==> src/include/ppu_cfg.svh <==
// Sizes and timing constants for the PPU CPU port
// Counter totals describe one 262-line frame without interlace
// The RAM depths must be powers of two
`ifndef PPU_CFG_SVH
`define PPU_CFG_SVH

// ------------------------------
// RAM depths
// ------------------------------

// VRAM words, each split into two byte-wide halves
`define PPU_VRAM_WORDS 32768

// Palette entries of 15 bits
`define PPU_CGRAM_ENTRIES 256

// ------------------------------
// Video timing
// ------------------------------

`define PPU_CLKS_PER_DOT 4
`define PPU_H_TOTAL 340
`define PPU_V_TOTAL 262

// Returned in the low nibble of STAT78
`define PPU_VERSION 2

`endif
==> src/design/ppu_pkg.sv <==
// Bus operation codes and the data types shared by the PPU CPU port
// Operation codes follow the low byte of the B-bus register address
`default_nettype none

package ppu_pkg;

    // ------------------------------
    // Bus operations
    // ------------------------------

    typedef enum logic [7:0] {
        B_NOP     = 8'h00,
        B_VMAIN   = 8'h15,
        B_VMADDL  = 8'h16,
        B_VMADDH  = 8'h17,
        B_VMDATAL = 8'h18,
        B_VMDATAH = 8'h19,
        B_M7A     = 8'h1b,
        B_M7B     = 8'h1c,
        B_CGADD   = 8'h21,
        B_CGDATA  = 8'h22,
        B_MPYL    = 8'h34,
        B_MPYM    = 8'h35,
        B_MPYH    = 8'h36,
        B_SLHV    = 8'h37,
        B_RDVRAML = 8'h39,
        B_RDVRAMH = 8'h3a,
        B_RDCGRAM = 8'h3b,
        B_OPHCT   = 8'h3c,
        B_OPVCT   = 8'h3d,
        B_STAT78  = 8'h3f
    } b_op_type;

    // ------------------------------
    // Data types
    // ------------------------------

    typedef logic [14:0] vram_addr_t;
    typedef logic [15:0] vram_word_t;

    typedef logic [7:0] cgram_addr_t;

    // Blue in the top bits, red in the bottom
    typedef struct packed {
        logic [4:0] b;
        logic [4:0] g;
        logic [4:0] r;
    } color_t;

    // Shared by the H and V counters
    typedef logic [8:0] ctr_t;

endpackage

`default_nettype wire

==> src/design/cgram_port.sv <==
// Palette access port with byte address and low/high toggle
// Readback relies on strobes being at least 3 cycles apart
`timescale 1ns/10ps
`default_nettype none
`include "ppu_cfg.svh"

module cgram_port (
    input  wire                      clk,
    input  wire                      reset,
    input  wire                      cpu_en,
    input  wire ppu_pkg::b_op_type   b_op,
    input  wire [7:0]                wdata,
    output logic [7:0]               rd_byte
);

    import ppu_pkg::*;

    cgram_addr_t cg_addr;
    logic        cg_tgl;
    logic        advance;
    logic        we_l;
    logic        we_h;
    logic [7:0]  q_l;
    logic [6:0]  q_h;
    color_t      color;

    assign advance = cpu_en & ((b_op == B_CGDATA) | (b_op == B_RDCGRAM));

    always_ff @(posedge clk) begin
        if (reset) begin
            {cg_addr, cg_tgl} <= 9'h0;
        end else if (cpu_en & (b_op == B_CGADD)) begin
            {cg_addr, cg_tgl} <= {wdata, 1'b0};
        end else if (advance) begin
            {cg_addr, cg_tgl} <= {cg_addr, cg_tgl} + 9'h1;
        end
    end

    // Toggle picks the half
    assign we_l = cpu_en & (b_op == B_CGDATA) & ~cg_tgl;
    assign we_h = cpu_en & (b_op == B_CGDATA) & cg_tgl;

    ppu_ram #(.word_t(logic [7:0]), .DEPTH(`PPU_CGRAM_ENTRIES)) i_cgram_l (
        .clk   (clk),
        .we    (we_l),
        .addr  (cg_addr),
        .wdata (wdata),
        .q     (q_l)
    );

    ppu_ram #(.word_t(logic [6:0]), .DEPTH(`PPU_CGRAM_ENTRIES)) i_cgram_h (
        .clk   (clk),
        .we    (we_h),
        .addr  (cg_addr),
        .wdata (wdata[6:0]),
        .q     (q_h)
    );

    assign color = {q_h, q_l};

    always_comb begin
        rd_byte = 8'h0;
        if (b_op == B_RDCGRAM) begin
            rd_byte = cg_tgl ? {1'b0, color[14:8]} : color[7:0];
        end
    end

endmodule

`default_nettype wire

==> src/design/ppu_ram.sv <==
// Single-port RAM with registered read and no reset
// A read during a write returns the old word
`timescale 1ns/10ps
`default_nettype none

module ppu_ram #(
    parameter type word_t = logic [7:0],
    parameter int  DEPTH  = 256
) (
    input  wire                      clk,
    input  wire                      we,
    input  wire [$clog2(DEPTH)-1:0]  addr,
    input  wire word_t               wdata,
    output word_t                    q
);

    word_t mem [DEPTH];

    always_ff @(posedge clk) begin
        if (we) begin
            mem[addr] <= wdata;
        end
    end

    always_ff @(posedge clk) begin
        q <= mem[addr];
    end

endmodule

`default_nettype wire

==> config.mk <==
export PLATFORM = sky130hd
export DESIGN_NAME = cgram_port
export DESIGN_NICKNAME = d
export VERILOG_FILES = /design/src/design/ppu_pkg.sv /design/src/design/cgram_port.sv /design/src/design/ppu_ram.sv
export VERILOG_INCLUDE_DIRS = /design/src /design/src/include
export SDC_FILE = /design/constraint.sdc
export NUM_CORES = 2
export LEC_CHECK = 0
export ABC_AREA = 0
export BUFFER_PORTS_ARGS = -buffer_cell sky130_fd_sc_hd__buf_4
export CORE_UTILIZATION = 55
export CTS_BUF_LIST = sky130_fd_sc_hd__clkbuf_8
export DETAILED_ROUTE_END_ITERATION = 10
export GPL_ROUTABILITY_DRIVEN = 0
export PLACE_DENSITY = 0.72
export SLEW_MARGIN = 10
export SYNTH_ARGS = -nofsm -noshare
export SYNTH_HDL_FRONTEND = slang
export SYNTH_HIERARCHICAL = 1
export SYNTH_SLANG_ARGS = --single-unit
==> constraint.sdc <==
create_clock -name clk -period 3.76 [get_ports clk]
set_input_delay 0.376 -clock clk [delete_from_list [all_inputs] [get_ports clk]]
set_output_delay 0.376 -clock clk [all_outputs]
set_load 0.1 [all_outputs]
[After elaboration in Yosys (flattened, before gate mapping)]
Memory sizes are Yosys's and may differ from the RTL's. A register that Yosys moved wholly into a read port is not among the register bits.
Index checks and enable logic that the tools add are counted.
Word-level totals
  bits in registers: 9
  bits in latches: 0
  bits in writable memories: 3840
  ROM bits: 0
  input bits: 19
  output and inout port bits: 8
  word-level logic and storage cells: 25
  memories: 2
Memories
  i_cgram_l.mem: depth 256, bits a word 8, rd ports 1, clocked after Yosys merged registers in 1, wr ports 1, line ppu_ram.sv:17  | word_t mem [DEPTH];
  i_cgram_h.mem: depth 256, bits a word 7, rd ports 1, clocked after Yosys merged registers in 1, wr ports 1, line ppu_ram.sv:17
Operators by class
  $add $sub $neg: 1
  $mul: 0
  divide/modulo/power cells: 0
  order comparisons: 0
  equality and inequality tests: 3
  shift-type cells: 0
  muxes and demuxes: 8
  bitwise logic cells: 7
  reductions and logical operators: 2
Operators by type and width (number)
  $mux W8: 4
  $eq A8 B6 Y1 const B: 3
  $add A9 B1 Y9 const B: 1
  $and A1 B1 Y1: 5
  $mux W1: 4
  $reduce_bool A2 Y1: 1
  $reduce_or A2 Y1: 1
  $not A1 Y1: 1
  $or A1 B1 Y1: 1

[Longest topological paths before layout]
  depth in word-level cells: 5
  gate-level depth with buffers: 10
  gate-level depth less buffers: 7

[Modules after synthesis]
The synthesis kept the hierarchy.
By module, submodules not included
  ppu_ram at i_cgram_l: instances 1, cells an instance 3547, area an instance 78492.8 um^2, sequential area each 61659.1 um^2
  ppu_ram at i_cgram_h: instances 1, cells an instance 3149, area an instance 68844.8 um^2, sequential area each 53951.7 um^2
  cgram_port: instances 1, cells an instance 99, area an instance 805.8 um^2, sequential area each 180.2 um^2

[Worst setup path after synthesis]
OpenSTA, ideal clock, no wires.
  kind: in2out
  start point: in b_op[2]
  end point: out rd_byte[7]
  arrival time: 3.282 ns
  required time: 3.384 ns
  setup slack: 0.102 ns
  stages: 3
  cells stage by stage: nor4b_4 nand2_1 nor3b_1
On the way
  word-level cells in the longest chain between the ends: 2
Ends and longest elaborated chain
  from (decl): line cgram_port.sv:11  | input wire ppu_pkg::b_op_type b_op,
  $eq A8 B6 Y1: line cgram_port.sv:63  | if (b_op == B_RDCGRAM) begin
  $mux W8: line cgram_port.sv:63
  to (decl): line cgram_port.sv:13  | output logic [7:0] rd_byte
Every way passes these cells.

==> metrics.txt <==
status=finished clean; H-tree levels=6; Final Slew Violations=0; first-pass GRT wire length=521.8 mm; peak supply drop=0.2914 mV; Detail Route Antenna Nets=0; CP max stage cell=o41ai_2; final setup vio count=0; TritonCTS clock tree=yes; Tot GR Track Use=between 20% and 30%; First-pass DRT Iterations=7; worst min path class=input port to register; synthesized area per cell=21.80 µm²; Final Util=63.69%; initial core utilization=55.29%; async set-reset flop share out of synthesis=0%; cells after synthesis=about 6800; Fillers=17270; PwrDens=470.0 nW/µm²; Non-Filler Instances=11990; RSZ-0062 raised after global routing=no; DR vias=76150; root buf cell=clkbuf_8; Worst EP required=4650 ps; critical path capture point type=register; P_leak=53.63 nW; area of the multi-input gates=30340 µm²; most frequent CP cell=buf_4; post-synth top area cell=edfxtp_1; DR iter-0 viols=9877; vias per cell=6.352; CP max stage delay=810 ps; post-route minimum period=3651 ps; vias in the first global route=77950; register area=115800 µm²; synth unique cells=43; syn nets=6815; top cell type's share of synthesized area=77.84%; TNS Setup=0 ps; Post-synth top flop=edfxtp_1; YS warnings=6; placed cell count=between 10000 and 15000; period utilisation layout=97.09%; Worst slew margin=19.33%; die outline height=around 520 µm; WHS=~140 ps; clock transition at the registers of the reported paths=60 ps; kind of critical path=register to register; Layout area overhead=15.19%; Post-synth EDFFs=3840; die width=around 520 µm; Hold Violations, Final=0; Worst Skew=roughly 64 ps; I/O Pins=27; worst slew pin tran=1210 ps; Total Wirelength=356.8 mm; row cnt=190; ranking of synthesized cells by area=edfxtp_1, mux4_2, a22oi_1, nor2_1, a21oi_1; Synth Cell Area=148100 µm²; Num Clock Sinks=approximately 3900; Core Area=267900 µm²; startpoint types=register; fin nets=roughly 8000; total grt overflow=0; DR DRC count=0; clock buffer count from CTS=600; Max Fclk=273.9 MHz; Max Cap Viol=0; crit-path cells=buf_12, buf_4, mux4_2, a22oi_1, a21oi_1, o41ai_2, buf_4, nand4_1; initial antenna violation count=12; layout cell share with drive strength beyond 1=between 30 and 40%; detailed placement HPWL=219.1 mm; total die area=271400 µm²; I/O Buffers=26; Max Fanout on Critical Path=18; WP data arrival=4540 ps; post-synthesis sequential area ratio=about four fifths; wire per inst=29.76 µm; largest net degree at the start of global routing=129; #FFs+latches synth=3864; CTS max path bufs=4; clk_lat worst skew=1050 ps
==> sequential cells by signal, summed over array words and instances, names as in the netlist <==
register	cells
i_cgram_l/mem	2048
cg_tgl	1
i_cgram_h/q	7
i_cgram_l/q	8
cg_addr	8
i_cgram_h/mem	1792
==> synth_stat cells (3+ instances only) <==
master    instances
or2_2             4
nor4_1            4
nor3_1           64
dfxtp_1          24
nand2_1          60
and2_1            6
clkbuf_1        264
a21oi_1         248
o311ai_0          5
buf_2            72
mux4_2          960
buf_4            34
edfxtp_1       3840
nand2b_1         13
buf_6            26
nand4_1          17
a22oi_1         480
o31ai_1           5
nor2b_1          14
inv_1             6
buf_1            50
nand3_1          29
mux2i_1           7
a31oi_1           3
o41ai_1          60
nor2_1          477
==> final timing paths <==
| kind | slack, ps | from | end | cells after the start |
|---|---|---|---|---|
| hold reg to reg | 910 | i_cgram_l/mem[146][2] | i_cgram_l/q[2] | 5 |
| hold / removal | 140 | b_op[0] | cg_addr[7] | 6 |
| setup / recovery | 110 | cg_addr[0] | i_cgram_l/q[5] | 8 |
| setup reg to reg | 110 | cg_addr[0] | i_cgram_l/q[5] | 8 |
==> per-stage QoR <==
step | cell area, µm² | power, mW | setup slack [ps]
after detailed placement | 159700 | 49.26 | -262.3
after floorplan | 148100 | 48.40 | 101.8
after global placement | 159700 | 49.19 | -268.9
after CTS | 170600 | 80.67 | 9.419
after global routing | 170600 | 82.48 | 80.56
final | 170600 | 80.20 | 109.3
==> critical path: cells and delay by family, from the launching register on <==
family                 cells  cell delay (ps)
and+or+nand+nor            1               90
DFF                        1              750
AOI/OAI and AO/OA          3             1350
buffers and inverters      3              760
muxes                      1              510
==> layout make-up <==
cell class | count | share of cell area [%]
multi-input combinational | 2479 | 17.78
clock inverter | 421 | 1.211
clock buffer | 625 | 5.041
antenna | 5 | 0.007332
inverter | 6 | 0.01320
tap | 3552 | 2.604
sequential | 3864 | 67.86
timing repair buffer | 1036 | 5.487
==> cells in the final DEF, fill, tap and decap left out, types with 5 or more instances in the layout <==
cell,n
inv_6,6
edfxtp_1,3840
nor3_1,64
mux4_2,960
nand2b_1,11
o31ai_1,5
dlygate4sd3_1,22
diode_2,5
bufinv_16,10
clkinv_2,51
clkbuf_8,626
o41ai_1,55
nor2_1,475
nand2_1,60
buf_4,889
nand4_1,17
o311ai_0,5
nand3_1,29
inv_1,205
clkinv_1,129
clkinvlp_4,20
nor2b_1,10
a22oi_1,480
buf_8,7
buf_12,116
o41ai_2,5
mux2i_1,7
dfxtp_1,22
a21oi_1,248
==> cells by family (layout without fill, tap and decap cells) <==
kind of cell / after synthesis / in the layout / share of synthesized area (%)
AOI/OAI and AO/OA: 809 / 809 / 3.750
and+or+nand+nor: 700 / 700 / 2.003
buffers and inverters: 452 / 2088 / 1.424
adders and majority gates: 1 / 1 / 0.008445
muxes: 967 / 967 / 14.64
DFF: 3864 / 3864 / 78.16
xor gates and xnor gates: 2 / 2 / 0.01183
other: 0 / 5 / 0
==> report_power, final <==
group          leakage, nW  switching [mW]  internal [mW]
logic                 12.8           0.824          0.203
registers             34.7         0.00279           47.3
clock network         6.16            15.8           16.1
total                 53.6            16.6           63.6
==> metal layers <==
metal  global-route usage [%]  up-vias  part of all wire, %
met1                    37.45    39710                   38
met2                    41.00     4505                   48
met5                        0        -                0.017
met3                    5.970      676                   11
met4                    8.446        8                  3.2
li1                         -    31250                    -
==> timing repair <==
action	4_1_cts	5_1_grt
setup endpoints to repair	1	6
hold buffers	22	0
hold endpoints to repair	584	0
gates resized for setup	1	3
buffers inserted	0	1
cloned	0	0
Power figures use the tool's default switching activity.
