## src/include/ppu_cfg.svh

```systemverilog
// Sizes and timing constants for the PPU CPU port
// Counter totals describe one 262-line frame without interlace
// The RAM depths must be powers of two
`ifndef PPU_CFG_SVH
`define PPU_CFG_SVH

// ------------------------------
// RAM depths
// ------------------------------

// VRAM words, each split into two byte-wide halves
`define PPU_VRAM_WORDS 32768

// Palette entries of 15 bits
`define PPU_CGRAM_ENTRIES 256

// ------------------------------
// Video timing
// ------------------------------

`define PPU_CLKS_PER_DOT 4
`define PPU_H_TOTAL 340
`define PPU_V_TOTAL 262

// Returned in the low nibble of STAT78
`define PPU_VERSION 2

`endif
```

## src/design/ppu_pkg.sv

```systemverilog
// Bus operation codes and the data types shared by the PPU CPU port
// Operation codes follow the low byte of the B-bus register address
`default_nettype none

package ppu_pkg;

    // ------------------------------
    // Bus operations
    // ------------------------------

    typedef enum logic [7:0] {
        B_NOP     = 8'h00,
        B_VMAIN   = 8'h15,
        B_VMADDL  = 8'h16,
        B_VMADDH  = 8'h17,
        B_VMDATAL = 8'h18,
        B_VMDATAH = 8'h19,
        B_M7A     = 8'h1b,
        B_M7B     = 8'h1c,
        B_CGADD   = 8'h21,
        B_CGDATA  = 8'h22,
        B_MPYL    = 8'h34,
        B_MPYM    = 8'h35,
        B_MPYH    = 8'h36,
        B_SLHV    = 8'h37,
        B_RDVRAML = 8'h39,
        B_RDVRAMH = 8'h3a,
        B_RDCGRAM = 8'h3b,
        B_OPHCT   = 8'h3c,
        B_OPVCT   = 8'h3d,
        B_STAT78  = 8'h3f
    } b_op_type;

    // ------------------------------
    // Data types
    // ------------------------------

    typedef logic [14:0] vram_addr_t;
    typedef logic [15:0] vram_word_t;

    typedef logic [7:0] cgram_addr_t;

    // Blue in the top bits, red in the bottom
    typedef struct packed {
        logic [4:0] b;
        logic [4:0] g;
        logic [4:0] r;
    } color_t;

    // Shared by the H and V counters
    typedef logic [8:0] ctr_t;

endpackage

`default_nettype wire

```

## src/design/hv_timing.sv

```systemverilog
// Dot, line and frame counters with the H/V latch and STAT78
// Non-interlaced timing only, field toggles once per frame
`timescale 1ns/10ps
`default_nettype none
`include "ppu_cfg.svh"

module hv_timing (
    input  wire                      clk,
    input  wire                      reset,
    input  wire                      cpu_en,
    input  wire ppu_pkg::b_op_type   b_op,
    output ppu_pkg::ctr_t            h_ctr,
    output ppu_pkg::ctr_t            v_ctr,
    output logic [11:0]              frame_ctr,
    output logic [7:0]               rd_byte
);

    import ppu_pkg::*;

    localparam int DIV_W = $clog2(`PPU_CLKS_PER_DOT);

    logic [DIV_W-1:0] dot_div;
    logic             dot_en;
    logic             h_wrap;
    logic             v_wrap;
    logic             field;
    ctr_t             h_latch;
    ctr_t             v_latch;
    logic             latch_flg;
    logic             h_tgl;
    logic             v_tgl;

    // ------------------------------
    // Counters
    // ------------------------------

    assign dot_en = dot_div == DIV_W'(`PPU_CLKS_PER_DOT - 1);
    assign h_wrap = h_ctr == ctr_t'(`PPU_H_TOTAL - 1);
    assign v_wrap = v_ctr == ctr_t'(`PPU_V_TOTAL - 1);

    always_ff @(posedge clk) begin
        if (reset) begin
            dot_div   <= '0;
            h_ctr     <= '0;
            v_ctr     <= '0;
            frame_ctr <= 12'h0;
            field     <= 1'b0;
        end else begin
            dot_div <= dot_en ? '0 : dot_div + 1'b1;
            if (dot_en) begin
                if (h_wrap) begin
                    h_ctr <= '0;
                    if (v_wrap) begin
                        v_ctr     <= '0;
                        frame_ctr <= frame_ctr + 12'h1;
                        field     <= ~field;
                    end else begin
                        v_ctr <= v_ctr + 1'b1;
                    end
                end else begin
                    h_ctr <= h_ctr + 1'b1;
                end
            end
        end
    end

    // ------------------------------
    // H/V latch
    // ------------------------------

    always_ff @(posedge clk) begin
        if (reset) begin
            h_latch   <= '0;
            v_latch   <= '0;
            latch_flg <= 1'b0;
            h_tgl     <= 1'b0;
            v_tgl     <= 1'b0;
        end else if (cpu_en) begin
            case (b_op)
                B_SLHV: begin
                    h_latch   <= h_ctr;
                    v_latch   <= v_ctr;
                    latch_flg <= 1'b1;
                end
                B_OPHCT: h_tgl <= ~h_tgl;
                B_OPVCT: v_tgl <= ~v_tgl;
                B_STAT78: begin
                    latch_flg <= 1'b0;
                    h_tgl     <= 1'b0;
                    v_tgl     <= 1'b0;
                end
                default: ;
            endcase
        end
    end

    always_comb begin
        case (b_op)
            B_OPHCT:  rd_byte = h_tgl ? {7'h0, h_latch[8]} : h_latch[7:0];
            B_OPVCT:  rd_byte = v_tgl ? {7'h0, v_latch[8]} : v_latch[7:0];
            B_STAT78: rd_byte = {field, latch_flg, 2'b00, 4'(`PPU_VERSION)};
            default:  rd_byte = 8'h0;
        endcase
    end

endmodule

`default_nettype wire

```

## config.mk

```make
export PLATFORM = sky130hd
export DESIGN_NAME = hv_timing
export DESIGN_NICKNAME = d
export VERILOG_FILES = /design/src/design/ppu_pkg.sv /design/src/design/hv_timing.sv
export VERILOG_INCLUDE_DIRS = /design/src /design/src/include
export SDC_FILE = /design/constraint.sdc
export NUM_CORES = 1
export LEC_CHECK = 0
export BUFFER_PORTS_ARGS = -buffer_cell sky130_fd_sc_hd__buf_2
export CORE_ASPECT_RATIO = 1.4
export CORE_MARGIN = 2
export CORE_UTILIZATION = 50
export CTS_CLUSTER_DIAMETER = 150
export DETAILED_ROUTE_END_ITERATION = 8
export GPL_TIMING_DRIVEN = 0
export PLACE_DENSITY = 0.7
export SYNTH_ARGS = -nofsm -noshare
export SYNTH_HDL_FRONTEND = slang
export SYNTH_SLANG_ARGS = --single-unit
```

## constraint.sdc

```tcl
create_clock -name clk -period 2.05 [get_ports clk]
set_input_delay 0.205 -clock clk [delete_from_list [all_inputs] [get_ports clk]]
set_output_delay 0.205 -clock clk [all_outputs]
set_load 0.02 [all_outputs]
```

== After elaboration in Yosys (flattened, before gate mapping) ==
Cells that the tools add are included.

* Add/subtract/negate cells: 4
* Multipliers: 0
* Div/mod/pow operators: 0
* Order comparisons: 0
* Eq/ne operators: 7
* Shift operators: 0
* Mux-type cells: 8
* Bitwise gates (word level): 3
* Reductions and logical operators: 10

{| class="wikitable"
|+ Operators by type and width
! kind !! count
|-
| == test 8 x 6 -> 1 bit (second input constant) || 4
|-
| case mux 8 bit (3 select lines) || 1
|-
| adder 9 x 1 -> 9 bit (second input constant) || 2
|-
| == test 9 bit (second input constant) || 2
|-
| two-way mux 9 bit || 2
|-
| two-way mux 8 bit || 2
|-
| adder 12 x 1 -> 12 bit (second input constant) || 1
|-
| AND reduction 2 bit || 5
|-
| case mux 1 bit (2 select lines) || 3
|-
| nonzero test 2 bit || 3
|-
| inverter 1 bit || 3
|-
| AND reduction 3 bit || 1
|-
| adder 2 x 1 -> 2 bit (second input constant) || 1
|-
| == test 2 bit (second input constant) || 1
|-
| OR reduction 2 bit || 1
|}

* Register bits after elaboration: 54
* Bits in latches: 0
* Memory bits (writable): 0
* ROM bits: 0
* Bits of input ports: 11
* Memories kept: 0

== Longest topological paths before layout ==
Gate-level depths: netlist (run 1).

* Depth in word-level cells: 3
* Gate-level depth with buffers: 8

== Worst setup path after synthesis (run 1) ==
OpenSTA, ideal clock, no wires.

* Kind: register to register
* Start point: register v_ctr[0]
* End point: register frame_ctr[2]
* Setup time: 0.070 ns
* Data arrival time: 1.901 ns
* Required time: 1.980 ns
* Setup slack: 0.079 ns
* Cell stages (with the launch flop): 8
* Buffers on the path: 2
* Clock period less this slack: 1.971 ns
* Path through: dfxtp_1 -> ha_1 -> and4b_1 -> clkbuf_1 -> nand2_1 -> clkbuf_1 -> or4_1 -> a21oi_1

* Word-level cells in the longest chain between the ends: 2

{| class="wikitable"
|+ RTL lines
! item !! RTL line !! text
|-
| start: declaration || hv_timing.sv:13 || <nowiki>output ppu_pkg::ctr_t v_ctr,</nowiki>
|-
| start signal: assignment || hv_timing.sv:58 || <nowiki>v_ctr <= v_ctr + 1'b1;</nowiki>
|-
| == test 9 bit || hv_timing.sv:39 || <nowiki>assign v_wrap = v_ctr == ctr_t'(`PPU_V_TOTAL - 1);</nowiki>
|-
| AND reduction 3 bit (no source line) || - ||
|-
| end signal: assignment || hv_timing.sv:55 || <nowiki>frame_ctr <= frame_ctr + 12'h1;</nowiki>
|-
| end: declaration || hv_timing.sv:14 || <nowiki>output logic [11:0] frame_ctr,</nowiki>
|}

No other way between the ends.
A chain may end at the register's enable or synchronous reset.

== Worst setup path after layout (run 1) ==
* Start point: register v_ctr[1]
* End point: register frame_ctr[10]

Same word-level chain as after synthesis.

==> flow_metrics.py, run 1 <==
metrics = {
    "drt": {
        "first_iter_violations": 133,
        "postRouteAntennaNets": 0,
        "drt_first_pass_iters": 4,
        "wl_per_cell_um": 15.13,
        "drc": 0,
        "avgViaCountPerCell": 5.735,
        "vias": 2334,
        "wirelength_um": 6158,
    },
    "floorplanning": {
        "initial_core_util_pct": 52.21,
        "dieWidth_um": 64.33,
        "die_area_um2": 5690,
        "fp-row-count": 30,
        "die_h_um": 88.46,
        "core_um2": 4880,
        "io_pins": 49,
    },
    "worst_hold_path": {
        "hp-class": "in -> reg",
        "hold_depth": 2,
    },
    "critical_path": {
        "crit_family": "simple AND/OR/NAND/NOR gates",
        "critPathBufInv": 2,
        "crit_required_ps": 2300,
        "crit_end": "frame_ctr[10]$_SDFFE_PP0P_",
        "critPathMaxStageDelay_ps": 460,
        "path_cells": "inv_1 -> ha_1 -> and4b_2 -> buf_4 -> nand4_1 -> or4_1 -> a21oi_1",
        "rr_endpoint": "frame_ctr[10]$_SDFFE_PP0P_",
        "crit_fanout": 6,
        "worst_ep_arrival_time_ps": 2150,
        "ff2ff_setup_slack_ps": 150,
        "cp_num_cells": 7,
        "ff2ff_path_depth": 7,
        "crit_type": "reg -> reg",
        "worstReg2RegStart": "v_ctr[1]$_SDFFE_PP0P_",
        "crit_path_end_kind": "flip-flop",
        "cp_slowest_cell": "or4_1",
        "crit_start": "v_ctr[1]$_SDFFE_PP0P_",
        "cp-start-kind": "flip-flop",
    },
    "power_and_ir_drop": {
        "cellPowerDensity_nw_per_um2": 578.1,
        "ir_drop_mv": 0.4210,
        "p_leak_nw": 1.180,
    },
    "global_route": {
        "grt_overflow": 0,
        "grt_pass1_wl_um": 10090,
        "antenna_found_initial": 0,
        "grt_max_degree": 18,
        "grt.total_usage_pct": 22.57,
        "grt_pass1_vias": 2144,
    },
    "synthesis": {
        "synth-seq-area-share_pct": 42.44,
        "syn-num-nets": 300,
        "syn_area_um2": 2547,
        "synth_cell_types": 41,
        "synth_area_per_cell_um2": 8.970,
        "synth_warnings": 0,
        "ys_ff_latch": 54,
        "netlist_instances": 284,
    },
    "sta": {
        "finalHoldViolations": 0,
        "max_slew.worst_pin.slew_ps": 614.8,
        "report.final.slew_viol_count": 0,
        "max_freq_ghz": 0.5267,
        "slew_headroom_pct": 58.82,
        "fin_crit_sh_pct": 92.61,
        "finalCriticalPeriod_ps": 1898,
        "setup_viol": 0,
        "clock_skew_ps": 8.661,
    },
    "run": {
        "drv_cap": 0,
    },
    "outcome": {
        "outcome": "finished, final reports clean",
    },
    "clock_network": {
        "clock_path_buffers": 2,
        "cts_made_buffers": 5,
        "htreeDepth": 2,
        "clock_sinks": 54,
        "insertion_delay_ps": 310,
        "cts.clk_slew.worst_paths_ps": 100,
        "tritoncts": "built",
        "cts_root_buf": "clkbuf_8",
    },
    "layout": {
        "multi_input_area_um2": 1440,
        "antennaDiodeCount": 0,
        "post-route-util_pct": 62.92,
        "regArea_um2": 1084,
        "drive_gt1_share_pct": 23.03,
        "final_area_um2": 3070,
        "synthToLayoutAreaGrowth_pct": 20.53,
        "nNetsFinal": 358,
        "fillers": 445,
    },
    "placed_design": {
        "gp_congestion": 0.7791,
        "hpwlAfterDp_um": 4322,
        "placed_area_um2": 2858,
        "io_buffer_count": 46,
    },
}
==> worst register-to-register path, stage by stage, from the launching register on <==
cell	delay [ps]
dfxtp_1	360
inv_1	80
ha_1	130
and4b_2	330
buf_4	140
nand4_1	190
or4_1	460
a21oi_1	150
==> metal layers <==
layer	track usage (%)	part of all wire (%)
met2	40.34	52
met1	28.40	43
met4	6.770	1.2
met3	3.053	3.7
met5	0	0
==> area by class of cell <==
cell class | count | share of cell area (%)
Buffer | 16 | 2.282
Clock buffer | 6 | 2.689
Clock inverter | 2 | 0.5297
Inverter | 6 | 0.7335
Multi-Input combinational cell | 207 | 46.90
Sequential cell | 54 | 35.29
Tap cell | 64 | 2.608
Timing Repair Buffer | 52 | 8.965
==> stage by stage <==
| stage | hold WS (ps) | total power [mW] | setup slack, ps | TNS (ps) | instances |
|---|---|---|---|---|---|
| 2_1_floorplan | 300.6 | 1.129 | 78.53 | 0 | 284 |
| 3_3_place_gp | 415.0 | 1.155 | -289.6 | -3266 | 394 |
| 3_5_place_dp | 418.6 | 1.157 | -265.3 | -3110 | 394 |
| 4_1_cts | 110.1 | 1.783 | 1.189 | 0 | 401 |
| 5_1_grt | 119.6 | 1.843 | -5.500 | -7.041 | 407 |
| 6_report | 114.7 | 1.775 | 151.5 | 0 | 407 |
==> cells in the final DEF (no fill, tap or decap), types with 7 or more instances in the layout <==
| master | count |
|---|---|
| nor2_1 | 31 |
| clkbuf_1 | 9 |
| nand2_1 | 11 |
| and3_1 | 7 |
| o31ai_1 | 8 |
| nand4_1 | 9 |
| buf_4 | 7 |
| a21oi_1 | 17 |
| mux2i_1 | 21 |
| dfxtp_1 | 52 |
| buf_2 | 51 |
| nand3_1 | 9 |
| o21ai_0 | 12 |
| or4_1 | 8 |
==> synth_stat cells (all sizes together) <==
| master | number | area, um2 |
|---|---|---|
| and4 | 2 | 17.52 |
| or3 | 6 | 37.54 |
| nand4b | 2 | 17.52 |
| and2 | 5 | 31.28 |
| buf | 5 | 26.27 |
| nand4 | 9 | 56.30 |
| xnor2 | 4 | 35.03 |
| and4bb | 1 | 12.51 |
| nor3 | 3 | 15.01 |
| a221o | 1 | 10.01 |
| and3 | 7 | 43.79 |
| nor4 | 3 | 33.78 |
| ha | 5 | 62.56 |
| nand2b | 4 | 25.02 |
| and4b | 1 | 10.01 |
| a222oi | 2 | 20.02 |
| nand3 | 10 | 50.05 |
| mux2i | 21 | 210.2 |
| a22o | 4 | 35.03 |
| or4 | 8 | 60.06 |
| nor2b | 1 | 6.260 |
| a21bo | 1 | 10.01 |
| a31oi | 6 | 37.54 |
| nand2 | 11 | 41.29 |
| o21ai | 12 | 60.06 |
| a21oi | 18 | 90.09 |
| o22ai | 2 | 12.51 |
| a211oi | 6 | 45.04 |
| nor3b | 2 | 20.02 |
| o31ai | 9 | 67.56 |
| nand3b | 4 | 30.03 |
| xor2 | 4 | 35.03 |
| dfxtp | 54 | 1081 |
| nor4b | 2 | 17.52 |
| nor2 | 31 | 116.4 |
| clkbuf | 12 | 45.04 |
| inv | 6 | 22.52 |
==> cell families (layout without fill, tap and decap cells) <==
| group | count (synthesis) | in the layout | synth area share, % |
|---|---|---|---|
| xor+xnor | 8 | 8 | 2.750 |
| buf+inv | 23 | 82 | 3.683 |
| fa+ha+maj | 5 | 5 | 2.456 |
| mux | 21 | 21 | 8.251 |
| compound gates | 61 | 61 | 15.23 |
| flops | 54 | 54 | 42.44 |
| simple gates | 112 | 112 | 25.20 |
==> registers in the layout (all words and copies together), names as in the netlist <==
signal     flops
v_latch        9
field          1
h_latch        9
dot_div        2
latch_flg      1
v_ctr          9
h_ctr          9
v_tgl          1
frame_ctr     12
h_tgl          1
==> report_power, final <==
| group | internal, mW | switching, mW |
|---|---|---|
| registers | 1.06 | 0.00485 |
| clock network | 0.279 | 0.359 |
| logic | 0.0262 | 0.0512 |
==> how the worst min path moves through the flow <==
stage,slack [ps],end,startpoint
floorplan,300,latch_flg$_SDFFE_PP0P_,cpu_en
global placement,420,dot_div[0]$_SDFF_PP0_,dot_div[0]$_SDFF_PP0_
detailed placement,420,dot_div[0]$_SDFF_PP0_,dot_div[0]$_SDFF_PP0_
CTS,110,latch_flg$_SDFFE_PP0P_,cpu_en
global route,120,latch_flg$_SDFFE_PP0P_,cpu_en
finish,110,latch_flg$_SDFFE_PP0P_,cpu_en
==> repair_timing <==
action	4_1_cts	5_1_grt
hold endpoints to repair	0	0
gates resized for setup	6	13
setup buffers	0	6
hold buffers	0	0
pin swaps	0	2
endpoints found under the setup margin	21	30
No activity file was read; power rests on OpenSTA's default activity.
==> run 2: changes to the inputs <==
clock period = 2 ns   (was 2.05 ns; I/O delays follow)
==> run 2 against run 1 <==
Compared with the run above: combinational power grew 3.9%; sequential share of layout area grew 0.053 points; clock skew is essentially flat; non-clock buffer count shrank 3; flip-flop and latch count is the same; sequential power is essentially flat; final cell count shrank 0.74%; critical endpoint is now frame_ctr[2]$_SDFFE_PP0P_.
==> flow_metrics.py, run 2 (synthesis results as in run 1) <==
metrics = {
    "outcome": {
        "outcome": "finished, final reports clean",
    },
    "power_and_ir_drop": {
        "pwr-share-clk_pct": 35.8,
        "p_leak_nw": 1.177,
        "seq_power_share_pct": 59.7,
        "ir_drop_mv": 0.4285,
        "p_comb_share_pct": 4.4,
        "swShare_pct": 23.29,
        "power_switching_uw": 423.7,
        "cellPowerDensity_nw_per_um2": 592.1,
        "p_int_mw": 1.396,
    },
    "floorplanning": {
        "fp-row-count": 30,
        "dieWidth_um": 64.33,
        "io_pins": 49,
        "die_h_um": 88.46,
        "initial_core_util_pct": 52.21,
        "die_area_um2": 5690,
        "core_um2": 4880,
    },
    "critical_path": {
        "cp-start-kind": "flip-flop",
        "crit_type": "reg -> reg",
        "crit_path_end_kind": "flip-flop",
        "worst_ep_arrival_time_ps": 2140,
        "ff2ff_path_depth": 7,
        "crit_required_ps": 2250,
        "worstReg2RegStart": "v_ctr[4]$_SDFFE_PP0P_",
        "crit_end": "frame_ctr[2]$_SDFFE_PP0P_",
        "ff2ff_setup_slack_ps": 110,
        "crit_start": "v_ctr[4]$_SDFFE_PP0P_",
        "rr_endpoint": "frame_ctr[2]$_SDFFE_PP0P_",
        "crit_fanout": 10,
    },
    "global_route": {
        "grt.total_usage_pct": 22.55,
        "grt_pass1_vias": 2139,
        "grt_max_degree": 18,
        "antenna_found_initial": 0,
        "grt_pass1_wl_um": 10120,
        "grt_overflow": 0,
    },
    "drt": {
        "vias": 2316,
        "drt_first_pass_iters": 4,
        "wirelength_um": 6145,
        "drc": 0,
        "avgViaCountPerCell": 5.733,
        "wl_per_cell_um": 15.21,
        "postRouteAntennaNets": 0,
        "first_iter_violations": 175,
    },
    "layout": {
        "layout_common_cells": "dfxtp_1, buf_2, nor2_1, mux2i_1, a21oi_1",
        "final_common_cell": "dfxtp_1",
        "multi_input_area_um2": 1453,
        "fillers": 451,
        "finalNonFillerCells": 404,
        "synthToLayoutAreaGrowth_pct": 20.63,
        "antennaDiodeCount": 0,
        "largest_register_ffs": 12,
        "drive_gt1_share_pct": 23.82,
        "post-route-util_pct": 62.97,
        "top_register": "frame_ctr",
        "regArea_um2": 1086,
        "nNetsFinal": 355,
    },
    "placed_design": {
        "placedCellCount": 394,
        "hpwlAfterDp_um": 4322,
        "gp_congestion": 0.7791,
        "io_buffer_count": 46,
    },
    "sta": {
        "rsz0062_at_grt": "true",
        "clock_skew_ps": 8.716,
        "max_slew.worst_pin.slew_ps": 582.8,
        "slew_headroom_pct": 60.97,
        "setup_viol": 0,
        "max_freq_ghz": 0.5283,
        "fin_crit_sh_pct": 94.64,
        "finalHoldViolations": 0,
        "finalCriticalPeriod_ps": 1893,
        "report.final.slew_viol_count": 0,
    },
    "clock_network": {
        "cts.clk_slew.worst_paths_ps": 100,
        "htreeDepth": 2,
        "postCtsHoldBufs": 0,
        "clock_sinks": 54,
        "tritoncts": "built",
        "cts_root_buf": "clkbuf_8",
        "insertion_delay_ps": 310,
        "cts_made_buffers": 5,
        "clock_path_buffers": 2,
    },
    "run": {
        "drv_cap": 0,
    },
    "worst_hold_path": {
        "hp-class": "in -> reg",
    },
}
-- run 2: changes by cell type in the layout (fill, tap and decap cells not counted), sizes merged --
cell	before	now
buf	59	55
clkbuf	15	16
-- run 2: how the worst min path moves through the flow --
stage | cells past startpoint | start | to
after floorplan | 1 | cpu_en | latch_flg$_SDFFE_PP0P_
after global placement | 1 | dot_div[0]$_SDFF_PP0_ | dot_div[0]$_SDFF_PP0_
after detailed placement | 1 | dot_div[0]$_SDFF_PP0_ | dot_div[0]$_SDFF_PP0_
after CTS | 2 | cpu_en | latch_flg$_SDFFE_PP0P_
after global routing | 2 | cpu_en | latch_flg$_SDFFE_PP0P_
final | 2 | cpu_en | latch_flg$_SDFFE_PP0P_
-- run 2: critical path, stage by stage, from the launching register on --
cell      delay (ps)
dfxtp_1          320
buf_2            170
nor4_4           270
buf_4            190
nand2_1          110
clkbuf_2         200
or4_1            420
a21oi_1          160
-- run 2: per-stage QoR --
| step | setup TNS, ps | worst slack (ps) | hold WS [ps] | cell area [um2] | total power, mW |
|---|---|---|---|---|---|
| after floorplan | 0 | 28.53 | 295.6 | 2547 | 1.157 |
| after CTS | 0 | 8.197 | 105.1 | 2999 | 1.830 |
| final | 0 | 107.2 | 110.2 | 3073 | 1.819 |
| after detailed placement | -4098 | -305.3 | 418.6 | 2858 | 1.186 |
| after global placement | -4108 | -329.6 | 415.0 | 2858 | 1.184 |
| after global routing | -2.840 | -2.466 | 119.3 | 3073 | 1.891 |
-- run 2: routing by layer --
metal | vias to the layer above | global-route usage (%) | wire length (um)
met4 | 0 | 6.770 | 45
met3 | 4 | 3.053 | 262
met1 | 1084 | 28.64 | 2683
met5 | - | 0 | 0
met2 | 66 | 39.96 | 3153
li1 | 1162 | - | -
-- run 2: final cells by class --
class / count / share of cell area, %
buffer: 15 / 2.362
multi-input combinational: 207 / 47.27
clock inverter: 2 / 0.5293
timing repair buffer: 50 / 8.469
inverter: 6 / 0.7329
clock buffer: 6 / 2.687
tap: 64 / 2.606
sequential: 54 / 35.34
-- run 2: power groups by stage --
stage	combinational [mW]	sequential, mW	clock (mW)
floorplan	0.0445	1.11	0
global placement	0.0722	1.11	0
detailed placement	0.0738	1.11	0
CTS	0.0773	1.09	0.666
global route	0.0900	1.09	0.713
finish	0.0804	1.09	0.652
-- run 2: timing repair --
| item | in CTS | in global routing |
|---|---|---|
| gates resized for setup | 10 | 16 |
| endpoints found under the setup margin | 29 | 33 |
| pin swaps | 1 | 3 |
| buffers inserted | 0 | 4 |
| endpoints found under the hold margin | 0 | 0 |
